[src/axi_pkg.sv]
// AXI4-Lite bus widths and response encoding for the memory path
package axi_pkg;

  // --------------------------------------------------
  // Bus widths
  // --------------------------------------------------

  // Byte address
  localparam int ADDR_W = 32;

  // One 64-bit beat per transfer
  localparam int DATA_W = 64;

  // One strobe bit per data byte
  localparam int STRB_W = DATA_W / 8;

  // --------------------------------------------------
  // Response codes
  // --------------------------------------------------

  // EXOKAY is not used on AXI4-Lite
  typedef enum logic [1:0] {
    RESP_OKAY   = 2'b00,
    RESP_SLVERR = 2'b10,
    RESP_DECERR = 2'b11
  } axi_resp_e;

endpackage

[src/mem_pkg.sv]
// Memory window, SRAM geometry and FSM states of the memory path
package mem_pkg;

  // --------------------------------------------------
  // Memory window
  // --------------------------------------------------

  // Reset vector region of the core
  localparam logic [31:0] MEM_BASE = 32'h8000_0000;

  // 1024 words of 64 bits or 8 KiB in total
  localparam int MEM_WORDS = 1024;
  localparam int IDX_W     = 10;

  // --------------------------------------------------
  // FSM states
  // --------------------------------------------------

  typedef enum logic {
    RD_IDLE,
    RD_DATA
  } rd_state_e;

  typedef enum logic [1:0] {
    WR_IDLE,
    WR_DATA,
    WR_RESP
  } wr_state_e;

  // Grant held until the granted master's R handshake
  typedef enum logic [1:0] {
    ARB_IDLE,
    ARB_FETCH,
    ARB_LSU
  } arb_state_e;

endpackage

[src/axil_rd_arbiter.sv]
// Round-robin arbiter joining the fetch and load/store read channels onto one slave
`timescale 1ns/1ns

module axil_rd_arbiter (
  input  logic                         i_aclk,
  input  logic                         i_rst_n,
  // Fetch master
  input  logic [axi_pkg::ADDR_W-1:0]   i_m0_araddr,
  input  logic                         i_m0_arvalid,
  output logic                         o_m0_arready,
  output logic [axi_pkg::DATA_W-1:0]   o_m0_rdata,
  output axi_pkg::axi_resp_e           o_m0_rresp,
  output logic                         o_m0_rvalid,
  input  logic                         i_m0_rready,
  // Load/store master
  input  logic [axi_pkg::ADDR_W-1:0]   i_m1_araddr,
  input  logic                         i_m1_arvalid,
  output logic                         o_m1_arready,
  output logic [axi_pkg::DATA_W-1:0]   o_m1_rdata,
  output axi_pkg::axi_resp_e           o_m1_rresp,
  output logic                         o_m1_rvalid,
  input  logic                         i_m1_rready,
  // Slave side
  output logic [axi_pkg::ADDR_W-1:0]   o_s_araddr,
  output logic                         o_s_arvalid,
  input  logic                         i_s_arready,
  input  logic [axi_pkg::DATA_W-1:0]   i_s_rdata,
  input  axi_pkg::axi_resp_e           i_s_rresp,
  input  logic                         i_s_rvalid,
  output logic                         o_s_rready
);
  import mem_pkg::*;

  arb_state_e state;
  logic       last_lsu;
  logic       r_done;

  assign r_done = i_s_rvalid && o_s_rready;

  // --------------------------------------------------
  // Grant FSM
  // --------------------------------------------------
  // On a tie the master not served last wins
  always_ff @(posedge i_aclk or negedge i_rst_n) begin
    if (!i_rst_n) begin
      state    <= ARB_IDLE;
      last_lsu <= 1'b0;
    end else begin
      case (state)
        ARB_IDLE: begin
          if (i_m0_arvalid && (!i_m1_arvalid || last_lsu)) begin
            state    <= ARB_FETCH;
            last_lsu <= 1'b0;
          end else if (i_m1_arvalid) begin
            state    <= ARB_LSU;
            last_lsu <= 1'b1;
          end
        end
        ARB_FETCH,
        ARB_LSU: if (r_done) state <= ARB_IDLE;
        default: state <= ARB_IDLE;
      endcase
    end
  end

  // --------------------------------------------------
  // Channel routing
  // --------------------------------------------------
  // The slave keeps arready low while its one read is pending,
  // so a second AR from the granted master just waits
  always_comb begin
    o_s_araddr   = i_m0_araddr;
    o_s_arvalid  = 1'b0;
    o_s_rready   = 1'b0;
    o_m0_arready = 1'b0;
    o_m1_arready = 1'b0;
    o_m0_rvalid  = 1'b0;
    o_m1_rvalid  = 1'b0;
    case (state)
      ARB_FETCH: begin
        o_s_arvalid  = i_m0_arvalid;
        o_s_rready   = i_m0_rready;
        o_m0_arready = i_s_arready;
        o_m0_rvalid  = i_s_rvalid;
      end
      ARB_LSU: begin
        o_s_araddr   = i_m1_araddr;
        o_s_arvalid  = i_m1_arvalid;
        o_s_rready   = i_m1_rready;
        o_m1_arready = i_s_arready;
        o_m1_rvalid  = i_s_rvalid;
      end
      default: ;
    endcase
  end

  // Data and response are shared and rvalid tells the owner
  assign o_m0_rdata = i_s_rdata;
  assign o_m0_rresp = i_s_rresp;
  assign o_m1_rdata = i_s_rdata;
  assign o_m1_rresp = i_s_rresp;

endmodule

[config.mk]
export PLATFORM = sky130hd
export DESIGN_NAME = axil_rd_arbiter
export DESIGN_NICKNAME = d
export VERILOG_FILES = /design/src/axi_pkg.sv /design/src/mem_pkg.sv /design/src/axil_rd_arbiter.sv
export SDC_FILE = /design/constraint.sdc
export NUM_CORES = 1
export LEC_CHECK = 0
export BUFFER_PORTS_ARGS = -buffer_cell sky130_fd_sc_hd__buf_2
export CORE_AREA = 2 2 119 121
export CTS_CLUSTER_DIAMETER = 150
export DETAILED_ROUTE_END_ITERATION = 7
export DIE_AREA = 0 0 121 123
export GPL_TIMING_DRIVEN = 0
export PLACE_DENSITY = 0.54
export SLEW_MARGIN = 20
export SYNTH_ARGS = -nofsm -noshare
export SYNTH_HDL_FRONTEND = slang
export SYNTH_SLANG_ARGS = --single-unit
export TNS_END_PERCENT = 30
[constraint.sdc]
create_clock -name i_aclk -period 1.8 [get_ports i_aclk]
set_input_delay 0.36 -clock i_aclk [delete_from_list [all_inputs] [get_ports i_aclk]]
set_output_delay 0.36 -clock i_aclk [all_outputs]
set_load 0.02 [all_outputs]
==> results_dict.tcl <==
set metrics [dict create \
    cts-root-buf "clkbuf_16" \
    reg2reg_slack_ns 0.26 \
    cap_viol_max_count 0 \
    drtIter0Drc 24 \
    synth_top_family_by_area "buffers and inverters" \
    fp-row-count 43 \
    fin_ws_ns -0.143 \
    irDropWorstVdd_uv 288 \
    syn_to_final_growth_pct 123 \
    synthSimpleGateAreaFrac 0.0347 \
    synthTopCellsByArea "buf_4, mux2_2, dfrtp_1" \
    htree_levels 1 \
    hold_path.class "primary input to register" \
    fp.dieW_um 121 \
    wl_per_cell_um 11.1 \
    seqPwrFrac 0.043 \
    dpl_cell_area_um2 3050 \
    finalPower_mw 2.88 \
    drcViolationCount 0 \
    holdCritStartpoint "i_m0_arvalid" \
    synth-adder-area-share 0.0231 \
    clk_path_buf_depth 2 \
    dieArea_um2 14900 \
    final_max_slew_viol_count 0 \
    critPathArrivalTime_ns 1.58 \
    whs_path_depth 2 \
    ys_seq_elements 3 \
    pwr_density_cell_nw_per_um2 798 \
    clk_pin_slew_ns 0.03 \
    fin_tns_setup_ns -3.99 \
    dp_slack_ns -0.246 \
    fp.coreArea_um2 13600 \
    wl_mm 7.00 \
    hold-worst-slack_ns 0.398 \
    required_ns 1.44 \
    antenna_cells 0 \
    p_switching_mw 1.17 \
    hold_viol 0 \
    grt_pass1_wl_mm 8.79 \
    fin_cells 629 \
    synthFlopType "dfrtp_1" \
    syn_area_um2 1620 \
    holdPathEnd "last_lsu" \
    pwr-share-clk 0.121 \
    violations "negative setup slack" \
    yosys_warnings 0 \
    fin_nets 591 \
    met3_usage 0.0268 \
    crit_path_cell_trace "inv_2 > ha_4 > buf_12 > buf_8 > mux2_2 > buf_2" \
    p_leak_nw 2.11 \
    antenna_found_initial 1 \
    cts_buffers 3 \
    first_pass_iters 4 \
    pwr-share-comb 0.836 \
    grt_max_degree 11 \
    clock_skew_ns 0.00290 \
    p_sw_frac 0.406 \
    gr-usage-met2 0.159 \
    r2r_start "state[0]" \
    start_kind "register" \
    yosysMostFrequentCell "buf_4" \
    viasPerCell 3.25 \
    grt_pass1_vias 1830 \
    postLayoutCellArea_um2 3610 \
    gr-total-overflow 0 \
    io_buffers 241 \
    status "finished with violations" \
    crit_family "buffers and inverters" \
    synth_nets 338 \
    syn_inst 197 \
    synth-xor-area-share 0 \
    r2r_end "state[0]" \
    synth_seq_area_share 0.0463 \
    max_stage_delay_ns 0.38 \
    endpoint_kind "output port" \
    cpMaxStageDelayCell "dfrtp_1" \
    ys_types 18 \
    synth.top_cells.by_count "buf_4, mux2_2, a21oi_1, and2_1, inv_1" \
    synth_mux_area_frac 0.222 \
    die_height_um 123 \
    rsz0062_at_grt "yes" \
    period_minus_slack_ns 1.94 \
    grt_util_all_layers 0.0763 \
    synth_compound_area_frac 0.0370 \
    p_int_mw 1.71 \
    tightest_slew_ns 0.172 \
    vias 2046 \
    max_slew_margin 0.885 \
    cts.sinks 3 \
    io_pins 308 \
    drtAntennaViolNets 0 \
    cts_tree "built" \
    globalplace.congestion 0.738 \
    use_met1 0.0726 \
    grt-busiest-layer "met2" \
    start_util 0.119 \
    ys_async_sr_fraction 1.00 \
    synth_edf_count 0 \
    syn_avg_cell_area_um2 8.23 \
    clk_latency_ns 0.22 \
    worstRegToRegCells 8 \
    synth.top_cell.area_share 0.611 \
    setup_viol 34 \
    synth_largest_area_cell "buf_4" \
    critPathMaxFanout 7 \
    worstSetupPathType "register to output port" \
    cp-startpoint "state[0]" \
    utilization 0.265 \
    period_share 1.08 \
    crit_buf_inv 4 \
    dp_cells 618 \
    clock.fmax_ghz 0.515 \
    dp_hpwl_mm 6.17 \
    drive_gt1_frac 0.942 \
]
-- how the worst max path moves through the flow --
stage,cells after the start,endpoint,slack (ns)
3_5_place_dp,6,o_s_araddr[12],-0.25
2_1_floorplan,5,o_s_araddr[10],0.11
3_3_place_gp,6,o_s_araddr[12],-0.24
5_1_grt,6,o_s_araddr[24],-0.22
4_1_cts,6,o_s_araddr[6],-0.17
6_report,6,o_s_araddr[0],-0.14
-- flip-flops by register name (all words and copies together), names as in the netlist --
register / cells
state: 2
last_lsu: 1
-- layout by cell type, fill, tap and decap left out, drive strengths merged --
cell and instances:
buf 381, mux2 32, clkbuf 6, a21oi 4
inv 4, and2 4, dfrtp 3, ha 3
nor2b 2, nand2 2, a22oi 2, o21a 1
nand3 1, o22ai 1, a31oi 1, nand2b 1
dlygate4sd3 1
-- per-layer routing --
metal	up-vias	wire length (um)
li1	1004	-
met1	868	2230
met2	168	3880
met3	6	860
met4	0	31
met5	-	0
-- area by class of cell --
cell class | instances | area, um^2
inverter | 4 | 15.0
tap | 180 | 225
multi-input combinational | 54 | 629
fill | 1499 | 10000
buffer | 136 | 1060
timing repair buffer | 248 | 1530
sequential | 3 | 75.1
clock buffer | 4 | 78.8
-- power by group through the flow --
stage	logic [mW]	registers (mW)	clock network, mW
floorplan	1.24	0.114	0
global placement	1.77	0.117	0
detailed placement	1.77	0.117	0
CTS	2.12	0.121	0.356
global route	2.56	0.129	0.365
finish	2.41	0.123	0.349
-- kinds of logic after synthesis --
logic type      count (synthesis)
compound gates                  9
fa+ha+maj                       3
buf+inv                       140
flops                           3
mux                            32
simple gates                   10
-- timing repair --
action / in CTS / in global routing
endpoints found under the setup margin: 34 / 36
pin swaps: 0 / 1
hold endpoints to repair: 3 / 0
hold buffers: 1 / 0
gates cloned: 1 / 2
buffers inserted: 3 / 0
gates resized for setup: 54 / 58
-- worst reg2reg max path, delay by kind of cell (launching register included) --
family,cells,cell delay (ns)
compound gates,3,0.43
flops,1,0.38
buf+inv,3,0.37
simple gates,1,0.15
fa+ha+maj,1,0.14
No activity file was read; power rests on OpenSTA's default activity.
