==> config.mk <==
export PLATFORM = sky130hd
export DESIGN_NAME = axil_sram_slave
export DESIGN_NICKNAME = d
export VERILOG_FILES = /design/src/axi_pkg.sv /design/src/mem_pkg.sv /design/src/axil_sram_slave.sv
export SDC_FILE = /design/constraint.sdc
export NUM_CORES = 1
export LEC_CHECK = 0
export BUFFER_PORTS_ARGS = -buffer_cell sky130_fd_sc_hd__buf_2
export CORE_AREA = 2 2 142 144
export DETAILED_ROUTE_END_ITERATION = 6
export DIE_AREA = 0 0 144 146
export PLACE_DENSITY_LB_ADDON = 0.2
export SLEW_MARGIN = 0
export SYNTH_ARGS = -nofsm -noshare
export SYNTH_HDL_FRONTEND = slang
export SYNTH_SLANG_ARGS = --single-unit
==> constraint.sdc <==
create_clock -name i_aclk -period 3.45 [get_ports i_aclk]
set_input_delay 0.5175 -clock i_aclk [delete_from_list [all_inputs] [get_ports i_aclk]]
set_output_delay 0.5175 -clock i_aclk [all_outputs]
set_load 0.02 [all_outputs]
==> src/axi_pkg.sv <==
// AXI4-Lite bus widths and response encoding for the memory path
package axi_pkg;

  // --------------------------------------------------
  // Bus widths
  // --------------------------------------------------

  // Byte address
  localparam int ADDR_W = 32;

  // One 64-bit beat per transfer
  localparam int DATA_W = 64;

  // One strobe bit per data byte
  localparam int STRB_W = DATA_W / 8;

  // --------------------------------------------------
  // Response codes
  // --------------------------------------------------

  // EXOKAY is not used on AXI4-Lite
  typedef enum logic [1:0] {
    RESP_OKAY   = 2'b00,
    RESP_SLVERR = 2'b10,
    RESP_DECERR = 2'b11
  } axi_resp_e;

endpackage

==> src/mem_pkg.sv <==
// Memory window, SRAM geometry and FSM states of the memory path
package mem_pkg;

  // --------------------------------------------------
  // Memory window
  // --------------------------------------------------

  // Reset vector region of the core
  localparam logic [31:0] MEM_BASE = 32'h8000_0000;

  // 1024 words of 64 bits or 8 KiB in total
  localparam int MEM_WORDS = 1024;
  localparam int IDX_W     = 10;

  // --------------------------------------------------
  // FSM states
  // --------------------------------------------------

  typedef enum logic {
    RD_IDLE,
    RD_DATA
  } rd_state_e;

  typedef enum logic [1:0] {
    WR_IDLE,
    WR_DATA,
    WR_RESP
  } wr_state_e;

  // Grant held until the granted master's R handshake
  typedef enum logic [1:0] {
    ARB_IDLE,
    ARB_FETCH,
    ARB_LSU
  } arb_state_e;

endpackage

==> src/axil_sram_slave.sv <==
// AXI4-Lite slave over the SRAM with separate read and write FSMs and address decode
`timescale 1ns/1ns

module axil_sram_slave (
  input  logic                         i_aclk,
  input  logic                         i_rst_n,
  // Read address and data
  input  logic [axi_pkg::ADDR_W-1:0]   i_araddr,
  input  logic                         i_arvalid,
  output logic                         o_arready,
  output logic [axi_pkg::DATA_W-1:0]   o_rdata,
  output axi_pkg::axi_resp_e           o_rresp,
  output logic                         o_rvalid,
  input  logic                         i_rready,
  // Write address and data
  input  logic [axi_pkg::ADDR_W-1:0]   i_awaddr,
  input  logic                         i_awvalid,
  output logic                         o_awready,
  input  logic [axi_pkg::DATA_W-1:0]   i_wdata,
  input  logic [axi_pkg::STRB_W-1:0]   i_wstrb,
  input  logic                         i_wvalid,
  output logic                         o_wready,
  // Write response
  output axi_pkg::axi_resp_e           o_bresp,
  output logic                         o_bvalid,
  input  logic                         i_bready,
  // SRAM side
  output logic                         o_mem_en,
  output logic [axi_pkg::STRB_W-1:0]   o_mem_we,
  output logic [mem_pkg::IDX_W-1:0]    o_mem_idx,
  output logic [axi_pkg::DATA_W-1:0]   o_mem_wdata,
  input  logic [axi_pkg::DATA_W-1:0]   i_mem_rdata
);
  import axi_pkg::*;
  import mem_pkg::*;

  rd_state_e        rd_state;
  wr_state_e        wr_state;
  logic             rd_wait;
  logic             rd_err_q;
  logic [IDX_W-1:0] ar_idx_q;
  logic             aw_ok_q;
  logic [IDX_W-1:0] aw_idx_q;
  logic             ar_fire;
  logic             r_fire;
  logic             aw_fire;
  logic             w_fire;
  logic             b_fire;
  logic             wr_go;
  logic             rd_go;

  function automatic logic in_window(input logic [ADDR_W-1:0] addr);
    logic [ADDR_W-1:0] off;
    off = addr - MEM_BASE;
    return off < ADDR_W'(MEM_WORDS * STRB_W);
  endfunction

  function automatic logic [IDX_W-1:0] word_idx(input logic [ADDR_W-1:0] addr);
    logic [ADDR_W-1:0] off;
    off = addr - MEM_BASE;
    return off[$clog2(STRB_W) +: IDX_W];
  endfunction

  assign ar_fire = i_arvalid && o_arready;
  assign r_fire  = o_rvalid && i_rready;
  assign aw_fire = i_awvalid && o_awready;
  assign w_fire  = i_wvalid && o_wready;
  assign b_fire  = o_bvalid && i_bready;

  // Write owns the SRAM port and a colliding read launches a cycle later.
  // Empty strobes would turn into a read and disturb pending R data.
  assign wr_go = w_fire && aw_ok_q && (|i_wstrb);
  assign rd_go = (ar_fire || rd_wait) && !wr_go;

  // --------------------------------------------------
  // Read FSM
  // --------------------------------------------------
  always_ff @(posedge i_aclk or negedge i_rst_n) begin
    if (!i_rst_n) begin
      rd_state <= RD_IDLE;
      rd_wait  <= 1'b0;
    end else begin
      case (rd_state)
        RD_IDLE: if (ar_fire) rd_state <= RD_DATA;
        RD_DATA: if (r_fire) rd_state <= RD_IDLE;
        default: rd_state <= RD_IDLE;
      endcase
      if (ar_fire && wr_go) begin
        rd_wait <= 1'b1;
      end else if (rd_go) begin
        rd_wait <= 1'b0;
      end
    end
  end

  // --------------------------------------------------
  // Write FSM
  // --------------------------------------------------
  always_ff @(posedge i_aclk or negedge i_rst_n) begin
    if (!i_rst_n) begin
      wr_state <= WR_IDLE;
    end else begin
      case (wr_state)
        WR_IDLE: if (aw_fire) wr_state <= WR_DATA;
        WR_DATA: if (w_fire) wr_state <= WR_RESP;
        WR_RESP: if (b_fire) wr_state <= WR_IDLE;
        default: wr_state <= WR_IDLE;
      endcase
    end
  end

  // Decoded addresses
  always_ff @(posedge i_aclk) begin
    if (ar_fire) begin
      ar_idx_q <= word_idx(i_araddr);
      rd_err_q <= !in_window(i_araddr);
    end
    if (aw_fire) begin
      aw_idx_q <= word_idx(i_awaddr);
      aw_ok_q  <= in_window(i_awaddr);
    end
  end

  assign o_arready = (rd_state == RD_IDLE);
  assign o_rvalid  = (rd_state == RD_DATA) && !rd_wait;
  assign o_rdata   = rd_err_q ? '0 : i_mem_rdata;
  assign o_rresp   = rd_err_q ? RESP_DECERR : RESP_OKAY;

  assign o_awready = (wr_state == WR_IDLE);
  assign o_wready  = (wr_state == WR_DATA);
  assign o_bvalid  = (wr_state == WR_RESP);
  assign o_bresp   = aw_ok_q ? RESP_OKAY : RESP_DECERR;

  assign o_mem_en    = wr_go || rd_go;
  assign o_mem_we    = wr_go ? i_wstrb : '0;
  assign o_mem_idx   = wr_go ? aw_idx_q : (rd_wait ? ar_idx_q : word_idx(i_araddr));
  assign o_mem_wdata = i_wdata;

endmodule

==> results of run 1 <==
## flip-flops by register name (all words and copies together) (netlist names)
name and cells:
ar_idx_q 10, aw_idx_q 10, aw_ok_q 1, rd_err_q 1
rd_state 1, rd_wait 1, wr_state 2
## per-stage QoR
stage	hold WS, ns	power [uW]	utilization	worst slack [ns]	area, um^2
after floorplan	0.222	671	-	1.43	2300
after global placement	0.331	702	0.167	0.768	3220
after detailed placement	0.333	704	0.167	0.751	3220
after CTS	0.0412	1060	0.172	0.601	3330
after global routing	0.0422	1090	0.172	0.516	3330
final	0.0455	1040	0.172	0.690	3330
## per-layer routing
metal / routed length, um / up-vias / global-route usage / part of all wire
li1: - / 1002 / - / -
met1: 3190 / 988 / 0.0767 / 0.34
met2: 4650 / 210 / 0.150 / 0.50
met3: 1300 / 20 / 0.0431 / 0.14
met4: 197 / 4 / 0.0230 / 0.021
met5: 23 / - / 0 / 0.0025
## placed cells by master (no fill, tap or decap), drive strengths merged, types with 3 or more instances in the layout
master  count
and2        9
buf       230
clkbuf      3
dfrtp       4
edfxtp     22
inv         3
mux2       20
nor2        4
nor2b      65
nor4       10
## layout make-up
cell class,instances,area share
timing repair buffer,230,0.347
multi-input combinational,123,0.289
sequential,26,0.229
tap,265,0.0996
clock buffer,3,0.0226
clock inverter,1,0.00902
inverter,3,0.00338
antenna,1,0.000752
## logic make-up (layout without fill, tap and decap cells)
kind of cell / Yosys count / in the layout
simple gates: 98 / 98
other cells: 0 / 1
compound gates: 4 / 4
mux: 21 / 21
flops: 26 / 26
buf+inv: 80 / 237
## where the power goes
| part | switching (uW) | internal (uW) |
|---|---|---|
| registers | 18.4 | 382 |
| logic | 146 | 143 |
| clock network | 116 | 231 |
| total | 281 | 757 |
## path summary, 6_finish.rpt
path                                    startpoint                       to  cells past startpoint
setup / recovery           wr_state[1]$_DFFE_PN0P_             o_mem_idx[9]                      4
hold / removal                             i_rst_n       rd_state$_DFF_PN0_                      1
setup reg to reg           wr_state[1]$_DFFE_PN0P_      rd_wait$_DFFE_PN0P_                      3
hold reg to reg            wr_state[1]$_DFFE_PN0P_  wr_state[0]$_DFFE_PN0P_                      1
max in group asynchronous                  i_rst_n  wr_state[1]$_DFFE_PN0P_                      1
min in group i_aclk                    i_awaddr[4]    aw_idx_q[1]$_DFFE_PP_                      1
## worst max-delay path, cell delays in order, from the launching register on
cell and delay, ns:
dfrtp_1 0.43, and4b_1 0.42, a21boi_4 0.57, mux2_2 0.40, buf_2 0.16
==> metrics, run 1 <==
outcome=finished, final reports clean; top-count cell post-synth=buf_4; final max-slew violation count=0; largest area contributor in the netlist=edfxtp_1; CTS-repair resized insts=0; clk slew on worst S/H paths=0.07 ns; top_reg_cell synth=edfxtp_1; count of different cell masters after synthesis=29; Async SR Flop Fraction=0.154; # placed instances=647; Post-Synth Simple-Gate Area=0.285; post-DR wirelength/cell=14.3 um; via/cell ratio=3.41; gr usage total=0.0810; Setup Crit Path Kind=reg2out; Final nets=594; DRC Markers=0; crit path DAT=2.24 ns; yosys warns=0; CP startpoint kind=flip-flop; compound-cell area share of the yosys netlist=0.0158; clock skew=0.00597 ns; Yosys top cell area share=0.288; global route overflow=0; Post-Synthesis Net Count=436; Num CTS Buffers=3; mapped cell area=2300 um^2; max_cap viols=0; Sum Neg Setup Slack=0 ns; multi-input logic area=961 um^2; Clock Tree Buf Depth=2; htree depth=1; #FFs+latches synth=26; ranking of synthesized cells by area=edfxtp_1 (29%), buf_4 (22%), nor2b_1 (18%), mux2_4 (5.9%), mux2_2 (5.4%); RSZ-0062 raised after global routing=no; clk sink count=26; CTS tree=yes; first-pass GRT wire length=12.9 mm; Hold Crit Class=in2async; starting density of the core=0.119; post-route clock period utilization=0.800; # IOs=363; mux contribution to synthesized area=0.117; # rows=51; via count=2,224; final RePlAce weighted congestion=0.722; Slew @ Worst Pin=0.637 ns; antenna violations before repair=4; fin cells=652; Slew headroom=0.575; post-synthesis cell count=229; Max rail drop VDD=0.000155 V; FF-to-FF setup slack=1.77 ns; FMAX=0.362 GHz; leakage power=0.00164 uW; pin count of the biggest net entering global routing=67; pwr/cell area=312 nW/um^2; Post-Synth XOR/XNOR Area=0; HPWL Detailed=8.09 mm; Syn Area/Cell=10.0 um^2; Post-Synth Adder-Cell Area=0; Initial DRC Count=51; Data required, critical path=2.93 ns; Seq/Total Area, Yosys=0.331; synthesis-to-finish area growth=44.9%; Final Hold Viols=0; minimum clock period=2.76 ns; DRT Pass-1 Iters=4; core area=19,300 um^2; Post-CTS Setup Repair Bufs=0; Post-synth top cells=buf_4 (67), nor2b_1 (65), edfxtp_1 (22), mux2_2 (11), mux2_4 (9); EDFF count, synth=22; IO buf count=228; Die W=144 um; largest family of logic cells by synthesized area=simple AND/OR/NAND/NOR gates; CP endpoint kind=output pin; Reg area=761 um^2; Die ar.=21,000 um^2; share of cells above drive strength 1=0.694; CTS Hold Bufs=0; die height=146 um; vias in the first global route=2,251; final WL=9.36 mm; Crit Path Max Fanout=12; root buf cell=clkbuf_16; fillcell total=2,193; Clock Latency Late Sink=0.27 ns; Post-DRT Antenna Nets=0; Final setup viols=0
No activity file was read; power rests on OpenSTA's default activity.
==> run 2, diff against run 1 <==
- clock period: 3.45 -> 2.4 ns (I/O delays scaled with it)
==> run 2 against run 1 <==
Net effect:
- cell area grew 2.1%
- final cell count grew 0.77%
- register-to-register slack got worse by 0.89 ns
- combinational power grew 49%
- clock power grew 44%
- die area is the same
==> metrics, run 2 (synthesis results as in run 1) <==
gr usage total=0.0808 (-0.000215); antenna violations before repair=2 (-2); CP endpoint kind=output pin; DRC Markers=0 (unchanged); Max rail drop VDD=0.000240 V (+55%); first-pass GRT wire length=12.9 mm (+0.11%); # IOs=363 (unchanged); vias in the first global route=2,228 (-1.0%); global route overflow=0 (unchanged); Num CTS Buffers=3 (unchanged); Sum Neg Setup Slack=0 ns (unchanged); clock skew=0.00569 ns (-0.000280 ns); Combinational Power Share=0.286 (+0.007); post-DR wirelength/cell=14.4 um (+0.43%); internal cell power=1100 uW (+45%); FMAX=0.449 GHz; Die ar.=21,000 um^2 (unchanged); starting density of the core=0.119 (unchanged); Reg2Reg Launch Point=wr_state[1]$_DFFE_PN0P_; via count=2,245 (+0.94%); pin count of the biggest net entering global routing=28 (-58%); HPWL Detailed=8.14 mm (+0.72%); most common cell after layout, fill and taps aside=buf_2; die height=146 um (unchanged); Critical path origin=wr_state[1]$_DFFE_PN0P_; final RePlAce weighted congestion=0.747 (+3.4%); Slew @ Worst Pin=0.803 ns (+0.166 ns); Hold Crit Class=in2reg; pwr/cell area=443 nW/um^2 (+42%); multi-input logic area=962 um^2 (+0.13%); Crit Path Max Fanout=12 (unchanged); Initial DRC Count=57 (+12%); Final setup viols=0 (unchanged); Clock Latency Late Sink=0.27 ns (about the same); worst hold slack=0.264 ns (+0.218 ns); via/cell ratio=3.42 (+0.18%); minimum clock period=2.23 ns; post-route clock period utilization=0.928; Net Sw Power=410 uW (+46%); Reg area=761 um^2 (unchanged); share of cells above drive strength 1=0.699 (+0.00468); Hold Crit Start=i_awaddr[5]; Reg power frac=0.382 (-0.004); DRT Pass-1 Iters=6 (+2); leakage power=0.00168 uW (+2.2%); most frequent cells in the layout=buf_2 (228), nor2b_1 (65), edfxtp_1 (22), mux2_2 (11), mux2_4 (9); Data required, critical path=2.04 ns (-0.89 ns); synthesis-to-finish area growth=48.0%; htree depth=1 (unchanged); # rows=51 (unchanged); switching share of power=0.272 (+0.00128); Slew headroom=0.464 (-0.111); clk slew on worst S/H paths=0.07 ns (about the same); RSZ-0062 raised after global routing=no; IO buf count=228 (unchanged); Final nets=600 (+1.0%); CTS tree=yes; CP startpoint kind=flip-flop; final WL=9.47 mm (+1.2%); antenna cells=0 (-1); Final Hold Viols=0 (unchanged); max_cap viols=0 (unchanged); clk sink count=26 (unchanged); Clock Tree Buf Depth=2 (unchanged); Top Registers=ar_idx_q: 10 flops, aw_idx_q: 10 flops, wr_state: 2 flops; final max-slew violation count=0 (unchanged); clock share of power=0.332 (-0.003); Post-DRT Antenna Nets=0 (unchanged); fillcell total=2,187 (-0.27%); outcome=finished, final reports clean; Die W=144 um (unchanged); core area=19,300 um^2 (unchanged); crit path DAT=1.87 ns (-0.37 ns); Setup Crit Path Kind=reg2out; root buf cell=clkbuf_16
run 2: cell count changes in the layout (fill, tap and decap cells not counted):
cell / delta
buf_12: +2
buf_4: +3
and4b_2: +1
diode_2: -1
dlygate4sd3_1: +1
and4b_1: -1
run 2: critical path, cell delays in order (launching register included):
cell and delay (ns):
dfrtp_1 0.42, and4b_2 0.32, a21boi_4 0.20, buf_12 0.17, mux2_2 0.33, buf_2 0.16
run 2: path summary, 6_finish.rpt:
kind,endpoint,depth (start not counted),slack [ns]
hold reg to reg,wr_state[0]$_DFFE_PN0P_,1,0.52
max in group asynchronous,rd_state$_DFF_PN0_,2,1.85
hold / removal,aw_idx_q[2]$_DFFE_PP_,1,0.26
min in group asynchronous,wr_state[0]$_DFFE_PN0P_,2,0.44
setup / recovery,o_mem_idx[9],5,0.17
setup reg to reg,aw_idx_q[0]$_DFFE_PP_,2,0.88
run 2: per-stage QoR:
stage               power, uW  worst slack, ns  utilization  instance area [um^2]  cells
global route             1580           0.0754        0.176                  3400    657
global placement         1020            0.301        0.169                  3280    651
CTS                      1540           0.0369        0.175                  3390    656
detailed placement       1020            0.264        0.169                  3280    651
finish                   1510            0.173        0.176                  3400    657
floorplan                 964            0.593            -                  2300    229
run 2: routing by layer:
layer  part of all wire  track usage
met3               0.13       0.0346
met2               0.48        0.146
met5             0.0013            0
met4              0.019       0.0201
met1               0.37       0.0859
run 2: cell type report:
cell class                 instances  share of cell area
clock inverter                     1             0.00883
multi-input combinational        123               0.283
timing repair buffer             236               0.361
tap                              265              0.0975
clock buffer                       3              0.0221
inverter                           3             0.00331
sequential                        26               0.224
run 2: what timing repair did:
| action | CTS | global route |
|---|---|---|
| buffers inserted | 0 | 1 |
| endpoints found under the setup margin | 8 | 8 |
| hold endpoints to repair | 4 | 0 |
| hold buffers | 1 | 0 |
| cloned | 0 | 0 |
| gates resized for setup | 1 | 0 |
run 2: power groups by stage:
stage,clock [uW],combinational (uW),sequential [uW]
3_5_place_dp,0,437,586
2_1_floorplan,0,388,577
3_3_place_gp,0,434,584
4_1_cts,521,440,577
6_report,500,432,576
5_1_grt,531,470,584
==> run 3, diff against run 2 <==
- PLACE_DENSITY: default -> 0.45
- PLACE_DENSITY_LB_ADDON: 0.2 -> default
==> run 3 against run 2 <==
Net effect:
- worst hold slack better by 0.0050 ns
- non-clock buffer count down 3
- largest cell class unchanged
- critical path type unchanged
- die area unchanged
- critical endpoint unchanged
==> metrics, run 3 (synthesis results as in run 1) <==
max_cap viols=0 (unchanged); CP startpoint kind=flip-flop; Final setup viols=0 (unchanged); CTS tree=yes; fin area=3380 um^2 (-0.63%); Final Hold Viols=0 (unchanged); IO buf count=228 (unchanged); worst setup margin=0.168 ns (-0.00507 ns); crit path DAT=1.87 ns (about the same); DRC Markers=0 (unchanged); global route overflow=0 (unchanged); dpl cell area=3260 um^2 (-0.46%); Reg2Reg Launch Point=wr_state[1]$_DFFE_PN0P_; # rows=51 (unchanged); worst r2r dst=aw_idx_q[0]$_DFFE_PP_; Final nets=597 (-0.50%); die height=146 um (unchanged); Clock Latency Late Sink=0.26 ns (about the same); final RePlAce weighted congestion=0.731 (-2.1%); post-DR wirelength/cell=12.1 um (-16%); FF-to-FF setup slack=1.01 ns (+0.13 ns); vias in the first global route=2,130 (-4.4%); DRT Pass-1 Iters=4 (-2); Top Registers=ar_idx_q: 10 flops, aw_idx_q: 10 flops, wr_state: 2 flops; multi-input logic area=961 um^2 (-0.13%); Crit Path Max Fanout=12 (unchanged); Critical path origin=wr_state[1]$_DFFE_PN0P_; clk slew on worst S/H paths=0.07 ns (about the same); Sum Neg Setup Slack=0 ns (unchanged); worst setup path endpoint=o_mem_idx[9]; CP endpoint kind=output pin; final max-slew violation count=0 (unchanged); Num CTS Buffers=3 (unchanged); # IOs=363 (unchanged); antenna violations before repair=1 (-1); most frequent cells in the layout=buf_2 (228), nor2b_1 (65), edfxtp_1 (22), mux2_2 (11), mux2_4 (9); pwr/cell area=440 nW/um^2 (-0.69%); Hold Crit Start=i_awaddr[11]; outcome=finished, final reports clean; R2R cell count=2 (unchanged); CTS-repair resized insts=0 (-1); final WL=7.90 mm (-17%); Initial DRC Count=41 (-28%); share of cells above drive strength 1=0.694 (-0.00489); clock skew=0.00233 ns (-0.00336 ns); FMAX=0.448 GHz (-0.23%); Clock Tree Buf Depth=2 (unchanged); Hold Crit Class=in2reg; Post-CTS Setup Repair Bufs=0 (unchanged); fillcell total=2,182 (-0.23%); synthesis-to-finish area growth=47.1%; RSZ-0062 raised after global routing=no; pin count of the biggest net entering global routing=55 (+96%); core area=19,300 um^2 (unchanged); Slew @ Worst Pin=0.571 ns (-0.232 ns); most common cell after layout, fill and taps aside=buf_2; minimum clock period=2.23 ns (+0.00507 ns); Setup Crit Path Kind=reg2out; Die ar.=21,000 um^2 (unchanged); WHS Path Cells=1 (unchanged); clk sink count=26 (unchanged); Post-DRT Antenna Nets=0 (unchanged); via count=2,128 (-5.2%); gr usage total=0.0679 (-0.0129); Max rail drop VDD=0.000271 V (+13%); Reg area=761 um^2 (unchanged); CTS Hold Bufs=1 (unchanged); via/cell ratio=3.25 (-4.9%); htree depth=1 (unchanged); first-pass GRT wire length=11.1 mm (-14%); Data required, critical path=2.04 ns (about the same); starting density of the core=0.119 (unchanged); leakage power=0.00167 uW (-0.71%); Die W=144 um (unchanged); Post-Place Setup Slack=0.432 ns (+0.168 ns); HPWL Detailed=6.94 mm (-15%); Slew headroom=0.619 (+0.155); root buf cell=clkbuf_16; post-route clock period utilization=0.930 (+0.00211)
run 3: report_power, final:
group,total [uW],switching (uW),internal (uW)
clock network,490,158,332
logic,420,206,214
registers,577,26.8,550
total,1490,391,1100
run 3: layout make-up:
cell class                 count  area share
sequential                    26       0.225
clock inverter                 1     0.00889
inverter                       3     0.00333
timing repair buffer         233       0.357
tap                          265      0.0981
antenna                        1    0.000741
clock buffer                   3      0.0222
multi-input combinational    123       0.284
run 3: how the worst min path moves through the flow:
stage                                   end  slack, ns
floorplan                rd_state$_DFF_PN0_       0.06
global placement    wr_state[1]$_DFFE_PN0P_       0.18
detailed placement  wr_state[1]$_DFFE_PN0P_       0.18
CTS                   aw_idx_q[7]$_DFFE_PP_       0.26
global route          aw_idx_q[7]$_DFFE_PP_       0.26
finish                aw_idx_q[8]$_DFFE_PP_       0.27
run 3: critical path, stage by stage, from the launching register on:
cell and delay [ns]:
dfrtp_1 0.43, and4b_1 0.31, a21boi_4 0.21, buf_12 0.17
mux2_2 0.33, buf_2 0.16
run 3: metal layers:
layer,GRT usage,vias to the layer above,routed length [um]
li1,-,1009,-
met1,0.0631,921,2660
met2,0.131,181,3980
met3,0.0359,17,1160
met4,0.0118,0,97
met5,0,-,0
run 3: per-stage QoR:
stage	util	power, uW	std cells	hold WS [ns]
4_1_cts	0.175	1510	654	0.265
6_report	0.175	1490	655	0.269
3_3_place_gp	0.169	1010	649	0.185
3_5_place_dp	0.169	1010	649	0.182
2_1_floorplan	-	964	229	0.0644
5_1_grt	0.175	1570	654	0.260
